--- src/routingPkg.sv ---
`default_nettype none

package routingPkg;

	// one table word, big-endian in memory
	typedef logic [15:0] wordT;
	// byte address into node memory
	typedef logic [10:0] memAddrT;
	typedef logic [15:0] axiAddrT;
	// only low half carries a table word
	typedef logic [31:0] axiDataT;

	// table bases used by the search
	localparam memAddrT neighborIdBase = 11'h048;
	localparam memAddrT clusterIdBase = 11'h0C8;
	localparam memAddrT qValueBase = 11'h1C8;
	localparam memAddrT betterNeighborBase = 11'h668;
	localparam memAddrT neighborCountAddr = 11'h68A;
	localparam memAddrT betterNeighborCountAddr = 11'h68C;

	// neighbor table length
	localparam int maxNeighbors = 64;

	// host register offsets
	localparam axiAddrT ctrlAddr = 16'h1000;
	localparam axiAddrT clusterAddr = 16'h1004;
	localparam axiAddrT statusAddr = 16'h1008;
	// memory window is everything below this
	localparam axiAddrT memWindowEnd = 16'h0800;

	// search engine states
	typedef enum logic [2:0] {
		idle, readCount, readCluster, readQ, readId, writeBest, writeCount
	} searchStateT;

endpackage

`default_nettype wire

--- src/axiLiteSlave.sv ---
`timescale 1ns/10ps
`default_nettype none

module axiLiteSlave (
	input  logic clock,
	input  logic rstN,
	// write address and data
	input  logic awvalid,
	output logic awready,
	input  routingPkg::axiAddrT awaddr,
	input  logic wvalid,
	output logic wready,
	input  routingPkg::axiDataT wdata,
	// write response
	output logic bvalid,
	input  logic bready,
	output logic [1:0] bresp,
	// read address and data
	input  logic arvalid,
	output logic arready,
	input  routingPkg::axiAddrT araddr,
	output logic rvalid,
	input  logic rready,
	output routingPkg::axiDataT rdata,
	output logic [1:0] rresp,
	// memory port
	input  logic hostGrant,
	input  routingPkg::wordT rdData,
	output logic hostReq,
	output routingPkg::memAddrT hostAddr,
	output logic hostWrEn,
	output routingPkg::wordT hostWrData,
	// engine control
	input  logic busy,
	input  logic done,
	output logic startPulse,
	output routingPkg::wordT myCluster
);

	localparam logic [1:0] respOkay = 2'd0;
	localparam logic [1:0] respSlvErr = 2'd2;

	logic slaveIdle;
	logic wrPending, rdPending;
	logic wrAccept, rdAccept;
	logic wrIsMem, wrIsCtrl, wrIsCluster, wrIsStatus, wrMapped;
	logic rdIsMem, rdIsCtrl, rdIsCluster, rdIsStatus, rdMapped;
	routingPkg::axiDataT rdMux;

	// write side decode
	assign wrIsMem = awaddr < routingPkg::memWindowEnd;
	assign wrIsCtrl = awaddr == routingPkg::ctrlAddr;
	assign wrIsCluster = awaddr == routingPkg::clusterAddr;
	assign wrIsStatus = awaddr == routingPkg::statusAddr;
	assign wrMapped = wrIsMem || wrIsCtrl || wrIsCluster || wrIsStatus;

	// read side decode
	assign rdIsMem = araddr < routingPkg::memWindowEnd;
	assign rdIsCtrl = araddr == routingPkg::ctrlAddr;
	assign rdIsCluster = araddr == routingPkg::clusterAddr;
	assign rdIsStatus = araddr == routingPkg::statusAddr;
	assign rdMapped = rdIsMem || rdIsCtrl || rdIsCluster || rdIsStatus;

	// one transaction at a time, nothing new while a response waits
	assign slaveIdle = !bvalid && !rvalid;
	assign wrPending = slaveIdle && awvalid && wvalid;
	// writes go first when both arrive
	assign rdPending = slaveIdle && arvalid && !wrPending;

	// memory accesses wait for grant, registers never do
	assign wrAccept = wrPending && (!wrIsMem || hostGrant);
	assign rdAccept = rdPending && (!rdIsMem || hostGrant);
	assign awready = wrAccept;
	assign wready = wrAccept;
	assign arready = rdAccept;

	// request straight from the channel, odd address aligned down
	assign hostReq = (wrPending && wrIsMem) || (rdPending && rdIsMem);
	assign hostWrEn = wrPending;
	assign hostAddr = wrPending ? {awaddr[10:1], 1'b0} : {araddr[10:1], 1'b0};
	assign hostWrData = wdata[15:0];

	// read data select
	always_comb begin
		rdMux = '0;
		if (rdIsMem) begin
			rdMux = {16'h0000, rdData};
		end else if (rdIsCluster) begin
			rdMux = {16'h0000, myCluster};
		end else if (rdIsStatus) begin
			rdMux = {30'd0, done, busy};
		end
	end

	// handshake state and registers
	always_ff @(posedge clock or negedge rstN) begin
		if (!rstN) begin
			bvalid <= 1'b0;
			rvalid <= 1'b0;
			startPulse <= 1'b0;
			myCluster <= '0;
		end else begin
			// single-cycle start strobe
			startPulse <= wrAccept && wrIsCtrl && wdata[0];
			if (wrAccept) begin
				bvalid <= 1'b1;
				if (wrIsCluster) begin
					myCluster <= wdata[15:0];
				end
			end else if (bready) begin
				bvalid <= 1'b0;
			end
			if (rdAccept) begin
				rvalid <= 1'b1;
			end else if (rready) begin
				rvalid <= 1'b0;
			end
		end
	end

	// response payload, held while valid
	always_ff @(posedge clock) begin
		if (wrAccept) begin
			bresp <= wrMapped ? respOkay : respSlvErr;
		end
		if (rdAccept) begin
			rresp <= rdMapped ? respOkay : respSlvErr;
			rdata <= rdMux;
		end
	end

endmodule

`default_nettype wire

--- config.mk ---
export PLATFORM = sky130hd
export DESIGN_NAME = axiLiteSlave
export DESIGN_NICKNAME = d
export VERILOG_FILES = /design/src/routingPkg.sv /design/src/axiLiteSlave.sv
export SDC_FILE = /design/constraint.sdc
export NUM_CORES = 1
export LEC_CHECK = 0
export BUFFER_PORTS_ARGS = -buffer_cell sky130_fd_sc_hd__buf_2
export CAP_MARGIN = 20
export CORE_AREA = 2 2 73 82
export CTS_BUF_LIST = sky130_fd_sc_hd__clkbuf_8 sky130_fd_sc_hd__clkbuf_16
export DETAILED_ROUTE_END_ITERATION = 10
export DIE_AREA = 0 0 75 84
export PLACE_DENSITY = 0.87
export SETUP_SLACK_MARGIN = 0.4
export SYNTH_ARGS = -nofsm -noshare
export SYNTH_HDL_FRONTEND = slang
export SYNTH_SLANG_ARGS = --single-unit
--- constraint.sdc ---
create_clock -name clock -period 3.63 [get_ports clock]
set_input_delay 0.1815 -clock clock [delete_from_list [all_inputs] [get_ports clock]]
set_output_delay 0.1815 -clock clock [all_outputs]
set_load 0.01 [all_outputs]
== Yosys cells after proc, flatten, opt, wreduce, memory -nomap -nowiden ==
Index checks and enable logic that the tools add are counted.

* Bits in registers: 55
* Input port bits: 90
* Output and inout bits: 87
* Word-level logic and storage cells: 55

* Magnitude comparators: 2
* Equality and inequality tests: 6
* Multiplexer cells: 10
* Reductions and logical operators: 29

{| class="wikitable"
|+ Operators by type and width
! operator !! count
|-
| 16-bit by 13-bit equality test with 1-bit output, second input constant || 6
|-
| 16-bit by 12-bit < comparator with 1-bit output, second input constant || 2
|-
| 16-bit two-way mux || 2
|-
| 1-bit logical AND || 11
|-
| 11-bit two-way mux || 1
|-
| 1-bit logical OR || 9
|-
| 2-bit two-way mux || 3
|-
| 1-bit logical NOT || 5
|-
| 1-bit two-way mux || 4
|-
| 2-bit nonzero test || 2
|-
| 2-bit AND reduction || 1
|-
| 2-bit OR reduction || 1
|}

== Logic depth before layout (Yosys ltp) ==
* Word-level depth: 8
* Mapped depth: 6
* Gate-level depth less buffers: 4

== Worst setup path after synthesis ==
No wires, ideal clock.

* Kind: reg-to-reg
* Start point: reg rvalid
* End point: reg rdata[0] (enable)
* Setup time: 0.430 ns
* Data arrival time: 2.552 ns
* Required time: 3.200 ns
* Path slack: 0.648 ns
* Cell stages (with the launch flop): 5
* Path buffers: 1
* Clock period less this slack: 2.982 ns
* Cells stage by stage: dfrtp_1 > nor4bb_1 > clkbuf_1 > nor4b_1 > a21boi_0

* Longest elaborated chain between the ends: 7
* Elaborated cells between the ends (all ways): 8
* Those cells by class: reduce/logical: 8

{| class="wikitable"
|+ RTL lines
! element !! RTL line !! RTL
|-
| from (decl) || axiLiteSlave.sv:22 || <nowiki>output logic rvalid,</nowiki>
|-
| from (signal assigned) || axiLiteSlave.sv:99 || <nowiki>rvalid <= 1'b0;</nowiki>
|-
| from (signal assigned) || axiLiteSlave.sv:114 || <nowiki>rvalid <= 1'b1;</nowiki>
|-
| from (signal assigned) || axiLiteSlave.sv:116 || <nowiki>rvalid <= 1'b0;</nowiki>
|-
| 1-bit logical NOT * || axiLiteSlave.sv:65 || <nowiki>assign slaveIdle = !bvalid && !rvalid;</nowiki>
|-
| 1-bit logical AND * || axiLiteSlave.sv:65 ||
|-
| 1-bit logical AND (2 in a row) || axiLiteSlave.sv:66 || <nowiki>assign wrPending = slaveIdle && awvalid && wvalid;</nowiki>
|-
| 1-bit logical NOT || axiLiteSlave.sv:68 || <nowiki>assign rdPending = slaveIdle && arvalid && !wrPending;</nowiki>
|-
| 1-bit logical AND * || axiLiteSlave.sv:68 ||
|-
| 1-bit logical AND * || axiLiteSlave.sv:72 || <nowiki>assign rdAccept = rdPending && (!rdIsMem || hostGrant);</nowiki>
|-
| via arready || axiLiteSlave.sv:20 || <nowiki>output logic arready,</nowiki>
|-
| to (signal assigned) || axiLiteSlave.sv:128 || <nowiki>rdata <= rdMux;</nowiki>
|-
| to (decl) || axiLiteSlave.sv:24 || <nowiki>output routingPkg::axiDataT rdata,</nowiki>
|}

Mark *: on every way through the listed nets, which the timed path passes. The rest lies on a longest branch.
A chain may end at the register's enable or synchronous reset.

== Final worst setup path ==
* Start point: reg rvalid
* End point: reg myCluster[11]

* Longest elaborated chain between the ends: 6

{| class="wikitable"
|+ RTL lines
! element !! RTL line !! RTL
|-
| 1-bit logical NOT || axiLiteSlave.sv:65 ||
|-
| 1-bit logical AND || axiLiteSlave.sv:65 ||
|-
| 1-bit logical AND (2 in a row) || axiLiteSlave.sv:66 ||
|-
| 1-bit logical AND || axiLiteSlave.sv:71 || <nowiki>assign wrAccept = wrPending && (!wrIsMem || hostGrant);</nowiki>
|-
| 2-bit AND reduction (no line) || -- ||
|-
| to (signal assigned) || axiLiteSlave.sv:108 || <nowiki>myCluster <= wdata[15:0];</nowiki>
|-
| to (decl) || axiLiteSlave.sv:37 || <nowiki>output routingPkg::wordT myCluster</nowiki>
|}

No other way between the ends.

==> impl_metrics.toml <==
[clock_network]
clkTransAtPathRegs_ns = 0.08
cts_tree = "yes"
cts-root-buf = "clkbuf_8"
clock_latency_ns = 0.28
cts_setup_buffers = 0
htreeDepth = 2
cts_made_buffers = 5
cts.sink_count = 37
clockBufferDepth = 2

[critical_path]
cpMostUsedCell = "buf_4"
slowest_stage = "nor4_4"
crit_fanout = 16
crit_chain = "nor4bb_2, buf_4, nand2_1, nor4_4, buf_4, mux2_2"
crit_family = "simple AND/OR/NAND/NOR gates"
end_kind = "flip-flop"
rr_startpoint = "rvalid"
max_stage_delay_ns = 0.53
cp.required_ns = 3.80
arrival_ns = 2.54
crit_type = "flip-flop to flip-flop"
timing.critical_path.buf_inv = 2
crit_path_start = "rvalid"
cp-start-kind = "flip-flop"
rrSetupSlack_ns = 1.26

[routing]
vias = 1693
via_per_inst = 4.54
drtIter0Drc = 50
drc = 0
avgRoutedWirePerCell_um = 13.9
drtPass1Iterations = 4
wirelength_mm = 5.17
detail-route-antenna-nets = 0

[logic_synthesis]
ys_seq_area_share_pct = 49.9
synth_top_family_by_area = "buffers and inverters"
yosysTopAreaCellShare_pct = 26.5
ys_types = 31
ys_warn_count = 0
ys_seq_elements = 37
avgSynthCellArea_um2 = 12.3
synth_flop_cell = "dfrtp_1"
yosys.area_share.adder_pct = 0
synth_common_cells = "36 x buf_4, 26 x mux2_2, 19 x dfrtp_1"
synth_compound_area_share_pct = 10.1
async_flop_share_pct = 51.4
yosys.area.top_type = "edfxtp_1"
netlist_instances = 166
synth-xor-area-share_pct = 0
synth_area_mm2 = 0.00204
synth_simple_gate_area_share_pct = 10.0
synth_edf_count = 18
synth_most_common_cell = "buf_4"
synthTopCellsByArea = "edfxtp_1 27%, dfrtp_1 23%, mux2_2 14%"
muxShareOfSynthArea_pct = 14.4

[floorplan]
core_area_mm2 = 0.00555
dieArea_mm2 = 0.00630
io_pins = 177
die_h_um = 84
start_util_pct = 36.7
fp.dieW_um = 75
num_rows = 29

[power]
power_mw = 0.998
p_leak_nw = 1.43
power_density_mw_per_mm2 = 362
ir_worst_vdd_mv = 0.248

[sta]
min_period_over_period_pct = 65.3
relSlewSlack_pct = 34.4
final-hold-violation-count = 0
report.final.slew_viol_count = 0
finalCriticalPeriod_ns = 2.37
tightest_slew_ns = 0.979
finalSetupTns_ns = 0
setup_violations = 0
fmax_ghz = 0.422
rsz0062_at_grt = "false"
skew_ns = 0.00772

[placed_design]
dp_hpwl_mm = 4.14
dp.cells = 364
gp_congestion = 0.731
io_buffers = 141

[cells_and_area]
nets = 385
nFillCells = 525
syn2layout_area_growth_pct = 35.5
diodes = 0
instances_no_fill = 373
regArea_mm2 = 0.00102
utilization_pct = 49.7
multiInputGateArea_um2 = 791
drive_gt1_share_pct = 63.5

[grt]
first_global_vias = 1641
globalRouteOverflowTotal = 0
grt_first_pass_wirelength_mm = 7.86
grt_max_degree = 20
antenna_found_initial = 0
grt_use_total_pct = 16.4

[outcome]
status = "complete, no violations"

[run]
maxCapViolations = 0

[hold_path]
worstHoldStart = "wdata[10]"
hold_class = "input pin to flip-flop"
-- metal layers --
layer	GRT usage, %	routed length [um]	up-vias
li1	-	-	816
met1	19.8	2060	799
met2	28.8	2760	74
met3	4.11	324	4
met4	3.41	25	0
met5	0	0	-
-- where the power goes --
group | total, mW | internal, mW | switching, mW
clock | 0.298 | 0.154 | 0.144
sequential | 0.486 | 0.475 | 0.0107
combinational | 0.215 | 0.0964 | 0.118
total | 0.998 | 0.725 | 0.273
-- logic make-up (layout without fill, tap and decap cells) --
| logic type | Yosys count | after routing |
|---|---|---|
| and+or+nand+nor | 30 | 30 |
| DFF | 37 | 37 |
| AOI/OAI and AO/OA | 26 | 26 |
| buffers and inverters | 46 | 158 |
| muxes | 26 | 26 |
| other | 1 | 19 |
-- cell type report --
| class | count | area share, % |
|---|---|---|
| clock buffers | 6 | 2.99 |
| well taps | 77 | 3.49 |
| flip-flops and latches | 37 | 36.8 |
| repair buffers | 146 | 27.0 |
| multi-input cells | 101 | 28.6 |
| clock inverters | 2 | 0.499 |
| inverters | 4 | 0.544 |
-- flip-flops by register name, indices dropped and copies added, names as in the netlist --
signal,flops
myCluster,16
rdata,16
bresp,1
bvalid,1
rresp,1
rvalid,1
startPulse,1
-- what timing repair did --
action,CTS,global route
hold buffers,1,0
endpoints found under the hold margin,19,0
resized for setup,0,0
-- final timing paths --
| check | endpoint | cells past startpoint |
|---|---|---|
| max in group asynchronous | bvalid | 2 |
| max reg2reg | myCluster[11] | 6 |
| max | myCluster[11] | 6 |
| min reg2reg | myCluster[7] | 1 |
| min | myCluster[10] | 2 |
| min in group asynchronous | myCluster[9] | 2 |
-- stage by stage --
step	instance area, um^2	setup WS (ns)	hold slack [ns]
6_report	2760	1.26	0.139
3_5_place_dp	2650	1.02	0.161
2_1_floorplan	2100	0.648	-0.114
3_3_place_gp	2650	1.03	0.156
4_1_cts	2760	1.23	0.131
5_1_grt	2760	1.09	0.128
-- cells in the final DEF (no fill, tap or decap), drive strengths merged, types with 4 or more instances in the layout --
cell / netlist / final
nor2: 4 / 4
a22o: 15 / 15
mux2: 26 / 26
buf: 37 / 145
nand2: 6 / 6
clkbuf: 5 / 6
edfxtp: 18 / 18
conb: 1 / 19
dfrtp: 19 / 19
inv: 4 / 4
nor4: 4 / 4
Power figures use the tool's default switching activity.
