### src/routingPkg.sv
`default_nettype none

package routingPkg;

	// one table word, big-endian in memory
	typedef logic [15:0] wordT;
	// byte address into node memory
	typedef logic [10:0] memAddrT;
	typedef logic [15:0] axiAddrT;
	// only low half carries a table word
	typedef logic [31:0] axiDataT;

	// table bases used by the search
	localparam memAddrT neighborIdBase = 11'h048;
	localparam memAddrT clusterIdBase = 11'h0C8;
	localparam memAddrT qValueBase = 11'h1C8;
	localparam memAddrT betterNeighborBase = 11'h668;
	localparam memAddrT neighborCountAddr = 11'h68A;
	localparam memAddrT betterNeighborCountAddr = 11'h68C;

	// neighbor table length
	localparam int maxNeighbors = 64;

	// host register offsets
	localparam axiAddrT ctrlAddr = 16'h1000;
	localparam axiAddrT clusterAddr = 16'h1004;
	localparam axiAddrT statusAddr = 16'h1008;
	// memory window is everything below this
	localparam axiAddrT memWindowEnd = 16'h0800;

	// search engine states
	typedef enum logic [2:0] {
		idle, readCount, readCluster, readQ, readId, writeBest, writeCount
	} searchStateT;

endpackage

`default_nettype wire

### src/clusterNeighborSearch.sv
`timescale 1ns/10ps
`default_nettype none

module clusterNeighborSearch (
	input  logic clock,
	input  logic rstN,
	input  logic startPulse,
	input  routingPkg::wordT myCluster,
	input  routingPkg::wordT rdData,
	output logic engineReq,
	output routingPkg::memAddrT engineAddr,
	output logic engineWrEn,
	output routingPkg::wordT engineWrData,
	output logic busy,
	output logic done
);

	routingPkg::searchStateT state;
	// clamped neighbor count, up to 64
	logic [6:0] neighborCnt;
	logic [5:0] idx;
	routingPkg::memAddrT idxOffset;
	logic lastIdx;
	logic clusterMatch;
	logic newBest;
	logic takeId;
	logic found;
	routingPkg::wordT bestQ;
	routingPkg::wordT bestId;

	// word offset of current entry
	assign idxOffset = {4'b0000, idx, 1'b0};
	assign lastIdx = ({1'b0, idx} + 7'd1) == neighborCnt;

	// strictly greater keeps the lowest index on a tie
	assign newBest = clusterMatch && (!found || rdData > bestQ);

	// engine owns the memory whenever it runs
	assign busy = state != routingPkg::idle;
	assign engineReq = busy;
	assign engineWrEn = (state == routingPkg::writeBest) || (state == routingPkg::writeCount);

	// one word per state
	always_comb begin
		engineAddr = routingPkg::neighborCountAddr;
		engineWrData = '0;
		case (state)
			routingPkg::readCluster: engineAddr = routingPkg::clusterIdBase + idxOffset;
			routingPkg::readQ: engineAddr = routingPkg::qValueBase + idxOffset;
			routingPkg::readId: engineAddr = routingPkg::neighborIdBase + idxOffset;
			routingPkg::writeBest: begin
				engineAddr = routingPkg::betterNeighborBase;
				engineWrData = found ? bestId : '0;
			end
			routingPkg::writeCount: begin
				engineAddr = routingPkg::betterNeighborCountAddr;
				engineWrData = {15'd0, found};
			end
			default: engineAddr = routingPkg::neighborCountAddr;
		endcase
	end

	always_ff @(posedge clock or negedge rstN) begin
		if (!rstN) begin
			state <= routingPkg::idle;
			done <= 1'b0;
			neighborCnt <= '0;
			idx <= '0;
			clusterMatch <= 1'b0;
			takeId <= 1'b0;
			found <= 1'b0;
		end else begin
			case (state)
				routingPkg::idle: begin
					// start while busy never reaches here
					if (startPulse) begin
						state <= routingPkg::readCount;
						done <= 1'b0;
						found <= 1'b0;
						idx <= '0;
					end
				end
				routingPkg::readCount: begin
					if (rdData > 16'(routingPkg::maxNeighbors)) begin
						neighborCnt <= 7'(routingPkg::maxNeighbors);
					end else begin
						neighborCnt <= rdData[6:0];
					end
					// empty table skips the scan
					state <= (rdData == '0) ? routingPkg::writeBest : routingPkg::readCluster;
				end
				routingPkg::readCluster: begin
					clusterMatch <= rdData == myCluster;
					state <= routingPkg::readQ;
				end
				routingPkg::readQ: begin
					takeId <= newBest;
					if (newBest) begin
						found <= 1'b1;
					end
					state <= routingPkg::readId;
				end
				routingPkg::readId: begin
					idx <= idx + 6'd1;
					state <= lastIdx ? routingPkg::writeBest : routingPkg::readCluster;
				end
				routingPkg::writeBest: state <= routingPkg::writeCount;
				routingPkg::writeCount: begin
					state <= routingPkg::idle;
					done <= 1'b1;
				end
				default: state <= routingPkg::idle;
			endcase
		end
	end

	// best candidate payload
	always_ff @(posedge clock) begin
		if (state == routingPkg::readQ && newBest) begin
			bestQ <= rdData;
		end
		if (state == routingPkg::readId && takeId) begin
			bestId <= rdData;
		end
	end

endmodule

`default_nettype wire

### config.mk
export PLATFORM = sky130hd
export DESIGN_NAME = clusterNeighborSearch
export DESIGN_NICKNAME = d
export VERILOG_FILES = /design/src/routingPkg.sv /design/src/clusterNeighborSearch.sv
export SDC_FILE = /design/constraint.sdc
export NUM_CORES = 1
export LEC_CHECK = 0
export BUFFER_PORTS_ARGS = -buffer_cell sky130_fd_sc_hd__buf_2
export CORE_ASPECT_RATIO = 0.9
export CORE_MARGIN = 3
export CORE_UTILIZATION = 29
export DETAILED_ROUTE_END_ITERATION = 10
export SYNTH_ARGS = -nofsm -noshare
export SYNTH_HDL_FRONTEND = slang
export SYNTH_SLANG_ARGS = --single-unit
### constraint.sdc
create_clock -name clock -period 5.9 [get_ports clock]
set_input_delay 0.295 -clock clock [delete_from_list [all_inputs] [get_ports clock]]
set_output_delay 0.295 -clock clock [all_outputs]
set_load 0.05 [all_outputs]
======== Word-level counts from Yosys, hierarchy flattened ========
Index checks and enable logic that the tools add are counted.
word-level totals
  register bits after elaboration ......... 52
  bits in latches ......................... 0
  memory bits (writable) .................. 0
  memory bits (read-only) ................. 0
  input port bits ......................... 35
  output and inout port bits .............. 31
  logic and storage cells ................. 55
  memories ................................ 0
cells by class
  $add $sub $neg .......................... 5
  multipliers ............................. 0
  divide/modulo/power cells ............... 0
  magnitude comparators ................... 2
  equal/unequal tests ..................... 10
  shifts and indexed selects .............. 0
  mux-type cells .......................... 14
  bitwise gates (word level) .............. 0
  reduce and logical (&&, ||, !) cells .... 15
operator list
  cell                                                                              number
  11-bit one-hot mux with 5 select lines                                            1
  16-bit one-hot mux with 2 select lines                                            1
  3-bit one-hot mux with 6 select lines                                             1
  16-bit == test                                                                    1
  16-bit greater-than comparator                                                    1
  16-bit by 7-bit greater-than comparator with 1-bit output, second input constant  1
  16-bit zero test                                                                  1
  16-bit 2-to-1 mux                                                                 1
  6-bit one-hot mux with 2 select lines                                             1
  9-bit by 7-bit adder with 10-bit output, first input constant                     1
  8-bit by 7-bit adder with 9-bit output, first input constant                      1
  3-bit == test, second input constant                                              3
  3-bit 2-to-1 mux                                                                  3
  7-bit by 7-bit adder with 8-bit output, first input constant                      1
  6-bit by 1-bit adder with 7-bit output, second input constant                     1
  7-bit == test                                                                     1
  7-bit 2-to-1 mux                                                                  1
  6-bit by 1-bit adder with 6-bit output, second input constant                     1
  3-bit by 2-bit == test with 1-bit output, second input constant                   2
  6-bit 2-to-1 mux                                                                  1
  2-bit nonzero test                                                                3
  2-bit != test, second input constant                                              2
  1-bit one-hot mux with 2 select lines                                             2
  2-bit AND reduction                                                               2
  8 further kinds                                                                   12

======== Depth between registers and ports, before layout ========
Gate-level depths: netlist (run 1).
  depth in word-level cells ............... 5
  mapped depth ............................ 8
  depth with buffers taken out ............ 8

======== Worst setup path after synthesis (run 1) ========
No wires, ideal clock.
  path type ............................... reg2reg
  from .................................... reg state[1]
  to ...................................... reg bestQ[0], enable pin
  setup time .............................. 0.411 ns
  arrival ................................. 2.075 ns
  data required time ...................... 5.489 ns
  slack ................................... 3.413 ns
  cell stages (with the launch flop) ...... 5
  buffers on the path ..................... 0
  path through ............................ dfrtp_1 > inv_1 > nor2_1 > nand3_1 > o21ai_0
between the ends
  word-level cells in the longest chain between the ends .. 2
ends and longest elaborated chain
  what                                      RTL line                      RTL
  start, declared                           clusterNeighborSearch.sv:18   routingPkg::searchStateT state;
  start signal, assigned                    clusterNeighborSearch.sv:65   state <= routingPkg::idle;
  start signal, assigned                    clusterNeighborSearch.sv:77   state <= routingPkg::readCount;
  start signal, assigned                    clusterNeighborSearch.sv:90   state <= (rdData == '0) ? routingPkg::writeBest : routingPkg::readCluster;
  3-bit by 2-bit == test with 1-bit output  clusterNeighborSearch.sv:119  if (state == routingPkg::readQ && newBest) begin
  1-bit logical AND                         clusterNeighborSearch.sv:119
  end signal, assigned                      clusterNeighborSearch.sv:120  bestQ <= rdData;
  end, declared                             clusterNeighborSearch.sv:28   routingPkg::wordT bestQ;
Every way passes these cells.
A chain may end at the register's enable or synchronous reset.

======== Worst setup path after layout (run 1) ========
  from .................................... reg state[0]
  to ...................................... out engineWrData[10]
between the ends
  word-level cells in the longest chain between the ends .. 2
  elaborated cells between the ends (all ways) .. 3
  classes of those cells .................. eq/ne (2); mux (1)
ends and longest elaborated chain
  what                                      RTL line                     RTL
  3-bit == test                             clusterNeighborSearch.sv:47  case (state)
  16-bit one-hot mux with 2 select lines *  clusterNeighborSearch.sv:47
  end, declared                             clusterNeighborSearch.sv:13  output routingPkg::wordT engineWrData,
Mark *: on every way between the ends. The rest lies on a longest branch, timed or not.

==> results of run 1 <==
==> layout make-up <==
cell class              instances  area, um2  area share
repair buffers                 66        338      0.0951
multi-input cells             197       1350       0.380
flip-flops and latches         52       1460       0.411
clock inverters                 3       42.5      0.0120
well taps                     126        158      0.0444
inverters                      21       78.8      0.0222
clock buffers                   5        125      0.0352
==> metal layers <==
layer | up-vias | GRT usage
met1 | 1061 | 0.163
met2 | 66 | 0.180
met3 | 8 | 0.0225
met4 | 0 | 0.0370
met5 | - | 0
li1 | 1123 | -
==> per-stage QoR <==
step,cell area (um2),hold WS (ns),worst slack (ns)
CTS,3550,0.239,3.28
detailed placement,3380,0.277,3.46
floorplan,2960,-0.000591,3.41
global route,3550,0.251,3.06
finish,3550,0.248,3.33
global placement,3380,0.279,3.45
==> where the power goes <==
| part | switching [mW] | internal [mW] | total, mW |
|---|---|---|---|
| clock | 0.123 | 0.199 | 0.322 |
| sequential | 0.0584 | 0.402 | 0.460 |
| combinational | 0.288 | 0.104 | 0.392 |
==> synth_stat cells, types with 10 or more instances <==
master / instances / area, um2
edfxtp_1: 32 / 961
xnor2_1: 23 / 201
inv_1: 21 / 78.8
dfrtp_1: 20 / 500
nor2_1: 19 / 71.3
ha_1: 18 / 225
a21oi_1: 17 / 85.1
nand2_1: 16 / 60.1
and2_1: 15 / 93.8
o21ai_0: 12 / 60.1
a22o_1: 11 / 96.3
nand4_1: 10 / 62.6
==> timing repair <==
item                                   4_1_cts  5_1_grt
setup buffers                                0        0
resized for setup                            0        0
setup endpoints to repair                    0        0
endpoints found under the hold margin       20        0
hold buffers                                 1        0
==> worst max path at each step <==
stage / cells past startpoint / endpoint / start
global route: 4 / engineWrData[4] / state[2]
global placement: 6 / bestQ[12] / state[1]
finish: 4 / engineWrData[10] / state[0]
detailed placement: 6 / bestQ[12] / state[1]
CTS: 4 / engineWrData[10] / state[0]
floorplan: 4 / bestQ[0] / state[1]
==> flip-flops by register name, indices dropped and copies added (netlist names) <==
name,count
done,1
state,3
bestId,16
found,1
neighborCnt,7
takeId,1
bestQ,16
idx,6
clusterMatch,1
==> critical path, cell delays in order, from the launching register on <==
cell and delay [ns]:
dfrtp_1 0.74, nand2_1 0.21, nor2_1 0.56, and2_1 0.22, buf_2 0.26
==> cell families after synthesis <==
| family | share of synthesized area |
|---|---|
| AOI/OAI and AO/OA | 0.135 |
| other | 0.00127 |
| and+or+nand+nor | 0.154 |
| xor gates and xnor gates | 0.0829 |
| adders and majority gates | 0.0761 |
| buffers and inverters | 0.0495 |
| muxes | 0.00761 |
| DFF | 0.494 |
==> flow_metrics.tcl, run 1 <==
set metrics [dict create \
    vias 2258 \
    tightest_slew_ns 0.723 \
    hold_depth 2 \
    fp-row-count 34 \
    grt_max_degree 25 \
    synth-edff-count 32 \
    period_minus_slack_ns 2.57 \
    wl_um 6520 \
    start_util 0.302 \
    fill_cells 978 \
    finalCritPeriodShare 0.435 \
    finalSetupViolCount 0 \
    area_delta_synth_final_pct 20.1 \
    status "finished, final reports clean" \
    start_kind "register" \
    htreeDepth 2 \
    drt-initial-drc-count 123 \
    antenna_found_initial 0 \
    fin_setup_tns_ns 0 \
    final_common_cell "buf_2" \
    max_freq_mhz 390 \
    finClkSkew_ns 0.00474 \
    syn_area_um2 2960 \
    critPathKind "register to primary output" \
    clkTransAtPathRegs_ns 0.07 \
    final_cell_mix "buf_2 (64), edfxtp_1 (32), xnor2_1 (23)" \
    synthFlopType "edfxtp_1" \
    dr.max_layer_used "met4" \
    min_to "found" \
    wl_met3_um 333 \
    yosysUniqueCellTypes 42 \
    path_max_fanout 21 \
    endpoint_kind "primary output" \
    peakVddDrop_mv 0.200 \
    ys_warn_count 0 \
    grt_setup_unrepaired "no" \
    cts_buffers 5 \
    critical_path_arrival_ns 2.27 \
    first_global_vias 2048 \
    die_width_um 112 \
    syn_area_per_cell_um2 10.4 \
    grt_pass1_wl_um 10600 \
    dr.pass1.iters 4 \
    dpl.hpwl_um 5010 \
    hp-class "primary input to register" \
    die_area_um2 11400 \
    p_total_mw 1.17 \
    yosysSeqAreaShare 0.494 \
    gr-total-overflow 0 \
    clock_sinks 52 \
    worstPathRequired_ns 5.61 \
    final_cells 470 \
    root_buffer "clkbuf_16" \
    insertion_delay_ns 0.29 \
    track_usage 0.115 \
    core_um2 9780 \
    diodes 0 \
    die_h_um 102 \
    power.density_nw_per_um2 330 \
    postSynth.asyncResetShare 0.385 \
    ys_ff_latch 52 \
    leakage_nw 1.54 \
    r2r_end "bestQ[12]" \
    drt-vias-per-instance 4.80 \
    post-place-cells 461 \
    ff2ff_path_depth 6 \
    slew_viol_final 0 \
    ant_nets 0 \
    syn_nets 337 \
    drc_errors 0 \
    maxCapViolCount 0 \
    drive_gt1_frac 0.227 \
    cts_tree "done" \
    slew_headroom 0.518 \
    r2r-start "state[1]" \
    io_pins 66 \
    cts_buffer_depth 2 \
    met1_length_um 3130 \
    wl_per_cell_um 13.9 \
    synth_cells 284 \
    hold_viol_final 0 \
    place_congestion 0.811 \
    port_buffers 64 \
    min_from "startPulse" \
    fin_util 0.363 \
    nets 396 \
    wl_met2_um 2960 \
    ff2ff_setup_slack_ns 3.44 \
]
No activity file was read; power rests on OpenSTA's default activity.
==> run 2, diff against run 1 <==
--- a/config.mk
+++ b/config.mk
@@ -5,6 +5,7 @@
 export SDC_FILE = /design/constraint.sdc
 export NUM_CORES = 1
 export LEC_CHECK = 0
+export ABC_AREA = 1
 export BUFFER_PORTS_ARGS = -buffer_cell sky130_fd_sc_hd__buf_2
 export CORE_ASPECT_RATIO = 0.9
 export CORE_MARGIN = 3
==> constraint.sdc (replaced) <==
create_clock -name clock -period 2.6 [get_ports clock]
set_input_delay 0.13 -clock clock [delete_from_list [all_inputs] [get_ports clock]]
set_output_delay 0.13 -clock clock [all_outputs]
set_load 0.05 [all_outputs]
==> flow_metrics.tcl, run 2 <==
set metrics [dict create \
    maxCapViolCount 0 \
    start_util 0.306 \
    power.density_nw_per_um2 754 \
    critical_path_arrival_ns 1.90 \
    slew_viol_final 0 \
    grt_pass1_wl_um 11700 \
    tightest_slew_ns 0.560 \
    final_common_cell "nand2_1" \
    cts_buffers 5 \
    insertion_delay_ns 0.29 \
    yosysUniqueCellTypes 35 \
    path_max_fanout 9 \
    postSynth.asyncResetShare 0.385 \
    endpoint_kind "primary output" \
    yosys.area.top_type "edfxtp_1" \
    final_cell_mix "nand2_1 (72), buf_2 (64), inv_1 (47)" \
    p_total_mw 2.76 \
    gr-total-overflow 0 \
    antenna_found_initial 0 \
    peakVddDrop_mv 0.455 \
    die_width_um 114 \
    diodes 0 \
    hp-class "primary input to register" \
    vias 2487 \
    slew_headroom 0.623 \
    wl_per_cell_um 12.9 \
    cts_tree "done" \
    hold_viol_final 0 \
    syn_area_um2 3030 \
    synthFlopType "edfxtp_1" \
    nets 473 \
    dpl.hpwl_um 5610 \
    start_kind "register" \
    critPathKind "register to primary output" \
    ys_ff_latch 52 \
    fin_setup_tns_ns 0 \
    die_h_um 103 \
    fp-row-count 34 \
    post_cts_buffers 0 \
    drive_gt1_frac 0.235 \
    drt-initial-drc-count 95 \
    whs_ns 0.0938 \
    drt-vias-per-instance 4.55 \
    grt_max_degree 21 \
    port_buffers 64 \
    yosysTopAreaCellShare 0.317 \
    place_congestion 0.876 \
    track_usage 0.126 \
    grt_setup_unrepaired "no" \
    max_freq_mhz 492 \
    finClkSkew_ns 0.00353 \
    synth_area_leaders "edfxtp_1 (32%), dfrtp_1 (17%), nand2_1 (8.9%)" \
    synth_cells 353 \
    root_buffer "clkbuf_16" \
    cts_buffer_depth 2 \
    status "finished, final reports clean" \
    io_pins 66 \
    synth_commonest_cells "nand2_1 (72), inv_1 (47), nor2_1 (41)" \
    htreeDepth 2 \
    drc_errors 0 \
    syn_area_per_cell_um2 8.58 \
    finalSetupViolCount 0 \
    synth-edff-count 32 \
    leakage_nw 1.68 \
    first_global_vias 2427 \
    multi_input_area_um2 1310 \
    finalCritPeriodShare 0.782 \
    yosysSeqAreaShare 0.482 \
    ant_nets 0 \
    worstPathRequired_ns 2.47 \
    period_minus_slack_ns 2.03 \
    syn_nets 406 \
    ys_warn_count 0 \
    seqCellArea_um2 1460 \
    clock_sinks 52 \
    reg_top3 "bestId: 16 flops, bestQ: 16 flops, neighborCnt: 7 flops" \
    area_delta_synth_final_pct 20.9 \
    synth.most_common_cell "nand2_1" \
    fill_cells 994 \
    core_um2 9910 \
    dr.pass1.iters 4 \
    wl_um 7040 \
    die_area_um2 11700 \
    clkTransAtPathRegs_ns 0.07 \
]
==> run 2: cell count changes after synthesis, moves of 11 or more <==
cell / change
nand2_1: +56
inv_1: +26
nor2_1: +22
o21ai_1: +21
and2_1: -15
nand3_1: +15
inv_2: +12
a22o_1: -11
==> run 2: what timing repair did <==
| item | in CTS | in global routing |
|---|---|---|
| hold buffers | 1 | 0 |
| resized for setup | 0 | 0 |
| endpoints found under the hold margin | 20 | 0 |
==> run 2: report_power, final <==
part	internal, mW	switching (mW)	leakage [nW]
Combinational	0.249	0.770	1.04
Sequential	0.929	0.0645	0.557
Clock	0.458	0.291	0.0815
==> run 2: stage by stage <==
| stage | worst slack, ns | util | instance area (um2) | std cells |
|---|---|---|---|---|
| 3_5_place_dp | 0.643 | 0.352 | 3490 | 538 |
| 4_1_cts | 0.580 | 0.370 | 3660 | 547 |
| 3_3_place_gp | 0.721 | 0.352 | 3490 | 538 |
| 6_report | 0.566 | 0.370 | 3660 | 547 |
| 2_1_floorplan | 0.355 | - | 3030 | 353 |
| 5_1_grt | 0.404 | 0.370 | 3660 | 547 |
==> run 2: layout make-up <==
type | instances | share of cell area
Clock inverter | 2 | 0.0106
Inverter | 59 | 0.0605
Timing Repair Buffer | 67 | 0.0943
Tap cell | 126 | 0.0430
Clock buffer | 6 | 0.0352
Sequential cell | 52 | 0.399
Multi-Input combinational cell | 235 | 0.358
==> run 2: worst max-delay path: stages, from the launching register on <==
cell and delay, ns:
dfrtp_1 0.50, nand2_1 0.26, inv_2 0.14, nor2_2 0.21
inv_2 0.09, o21ai_1 0.14, buf_2 0.27
==> run 2: final timing paths <==
path                             from             to  slack, ns  depth (start not counted)
setup / recovery             state[2]  engineAddr[1]       0.57                          6
hold / removal             startPulse       state[0]       0.09                          3
setup reg to reg            bestQ[11]       bestQ[1]       0.67                         11
hold reg to reg                  done           done       0.51                          2
max in group asynchronous        rstN         idx[5]       1.94                          2
min in group asynchronous        rstN         idx[1]       0.33                          2
==> run 2: layer usage <==
metal,track usage,part of all wire,vias up
li1,-,-,1274
met5,0,0,-
met3,0.0205,0.038,8
met2,0.216,0.47,48
met4,0.0397,0.016,0
met1,0.165,0.47,1157
==> run 2: kinds of logic (layout without fill, tap and decap cells) <==
family / count (synthesis) / count (layout) / synth area share
AO/OA/AOI/OAI: 44 / 44 / 0.0818
adder cells (fa/ha/maj): 18 / 18 / 0.0743
flip-flops: 52 / 52 / 0.482
AND/OR/NAND/NOR: 154 / 154 / 0.220
XOR/XNOR: 18 / 18 / 0.0545
other: 1 / 1 / 0.00124
buffers and inverters: 66 / 134 / 0.0855
==> run 3, diff against run 2 <==
--- a/config.mk
+++ b/config.mk
@@ -5,7 +5,7 @@
 export SDC_FILE = /design/constraint.sdc
 export NUM_CORES = 1
 export LEC_CHECK = 0
-export ABC_AREA = 1
+export ABC_AREA = 0
 export BUFFER_PORTS_ARGS = -buffer_cell sky130_fd_sc_hd__buf_2
 export CORE_ASPECT_RATIO = 0.9
 export CORE_MARGIN = 3
==> constraint.sdc (replaced) <==
create_clock -name clock -period 2 [get_ports clock]
set_input_delay 0.1 -clock clock [delete_from_list [all_inputs] [get_ports clock]]
set_output_delay 0.1 -clock clock [all_outputs]
set_load 0.05 [all_outputs]
==> flow_metrics.tcl, run 3 (synthesis gave the netlist of run 1 again) <==
set metrics [dict create \
    status "finished, final reports clean" \
    gr-total-overflow 0 \
    setup_ws_ns 0.00756 \
    place_ws_ns 0.0355 \
    drc_errors 0 \
    cts_buffer_depth 2 \
    grt_pass1_wl_um 11500 \
    clock_sinks 52 \
    max_freq_mhz 502 \
    critPathKind "register to register" \
    root_buffer "clkbuf_16" \
    seqCellArea_um2 1460 \
    cts_buffers 5 \
    port_buffers 64 \
    ant_nets 0 \
    cts_tree "done" \
    finClkSkew_ns 0.00965 \
    wl_um 7110 \
    finalSetupViolCount 0 \
    slowest_stage "edfxtp_1" \
    drt-vias-per-instance 4.77 \
    fp-row-count 34 \
    track_usage 0.127 \
    final_common_cell "buf_2" \
    antenna_found_initial 0 \
    io_pins 66 \
    clkTransAtPathRegs_ns 0.07 \
    place_congestion 0.852 \
    leakage_nw 1.67 \
    post-place-cells 487 \
    vias 2367 \
    period_minus_slack_ns 1.99 \
    die_h_um 102 \
    path_max_fanout 8 \
    drt-initial-drc-count 139 \
    die_area_um2 11400 \
    htreeDepth 2 \
    area_delta_synth_final_pct 28.2 \
    die_width_um 112 \
    insertion_delay_ns 0.29 \
    p_total_mw 3.47 \
    maxCapViolCount 0 \
    start_kind "register" \
    reg_top3 "bestId: 16 flops, bestQ: 16 flops, neighborCnt: 7 flops" \
    grt_max_degree 24 \
    final_cell_mix "buf_2 (62), edfxtp_1 (32), buf_4 (25)" \
    dr.pass1.iters 4 \
    wl_per_cell_um 14.3 \
    endpoint_kind "register" \
    core_um2 9780 \
    dpl.hpwl_um 5560 \
    worstPathRequired_ns 2.00 \
    nets 422 \
    diodes 0 \
    power.density_nw_per_um2 916 \
    start_util 0.302 \
    peakVddDrop_mv 0.575 \
    worst-path-buf-inv 2 \
    first_global_vias 2251 \
    drive_gt1_frac 0.297 \
    multi_input_area_um2 1390 \
    hold_viol_final 0 \
    critical_path_arrival_ns 1.99 \
    fill_cells 960 \
    critPathMaxStageDelay_ns 0.34 \
    hp-class "primary input to register" \
    cp_cell_sequence "inv_2 > ha_4 > nor2b_1 > o211ai_1 > a21oi_1 > o21ai_1 > a311o_1 > o21ai_4 > buf_12" \
    finalCritPeriodShare 0.996 \
    final_cells 496 \
    grt_setup_unrepaired "yes" \
    cp_top_family "compound AO/OA/AOI/OAI gates" \
    slew_viol_final 0 \
]
## run 3: changes by cell type in the layout (fill, tap and decap cells not counted), moves of 9 or more
cell,previous run,this run
nand2_1,72,16
inv_1,47,20
buf_4,2,25
nor2_1,41,18
o21ai_1,22,3
and2_1,0,15
nand3_1,21,6
a22o_1,0,11
inv_2,12,1
xnor2_1,13,23
a21oi_1,8,17
## run 3: power by group
part,internal [mW],total [mW],leakage (nW),switching (mW)
clock network,0.463,0.831,0.0712,0.368
registers,1.19,1.23,0.556,0.0357
logic,0.404,1.42,1.04,1.01
## run 3: area by class of cell
type / count / area share
inverter: 21 / 0.0208
sequential: 52 / 0.386
clock buffer: 6 / 0.0340
multi-input combinational: 197 / 0.366
timing repair buffer: 92 / 0.149
tap: 126 / 0.0416
clock inverter: 2 / 0.00297
## run 3: what timing repair did
action,4_1_cts,5_1_grt
resized for setup,0,9
endpoints found under the hold margin,20,0
setup buffers,0,0
hold buffers,1,0
endpoints found under the setup margin,0,32
## run 3: path summary, 6_finish.rpt
path / startpoint / endpoint / slack, ns / depth (start not counted)
min reg2reg: takeId / takeId / 0.54 / 2
max reg2reg: bestQ[1] / bestQ[0] / 0.008 / 9
min in group asynchronous: rstN / idx[2] / 0.29 / 2
max in group asynchronous: rstN / state[0] / 1.34 / 2
max: bestQ[1] / bestQ[0] / 0.008 / 9
min: startPulse / found / 0.05 / 2
## run 3: worst register-to-register path, delay by kind of cell, from the launching register on
family,cells,cell delay (ns)
fa+ha+maj,1,0.25
buf+inv,2,0.21
flops,1,0.34
compound gates,5,0.79
simple gates,1,0.11
## run 3: routing by layer
| layer | vias up | track usage | part of all wire |
|---|---|---|---|
| met2 | 58 | 0.192 | 0.45 |
| met1 | 1116 | 0.178 | 0.48 |
| met4 | 0 | 0.0462 | 0.021 |
| li1 | 1181 | - | - |
| met5 | - | 0 | 0 |
| met3 | 12 | 0.0308 | 0.056 |
## run 3: metrics by stage
stage	util	instance area, um2	setup TNS [ns]	hold WS [ns]
2_1_floorplan	-	2960	0	-0.196
3_3_place_gp	0.368	3600	0	0.0839
3_5_place_dp	0.368	3600	0	0.0834
4_1_cts	0.383	3750	0	0.0436
5_1_grt	0.387	3790	-1.37	0.0532
6_report	0.387	3790	0	0.0481
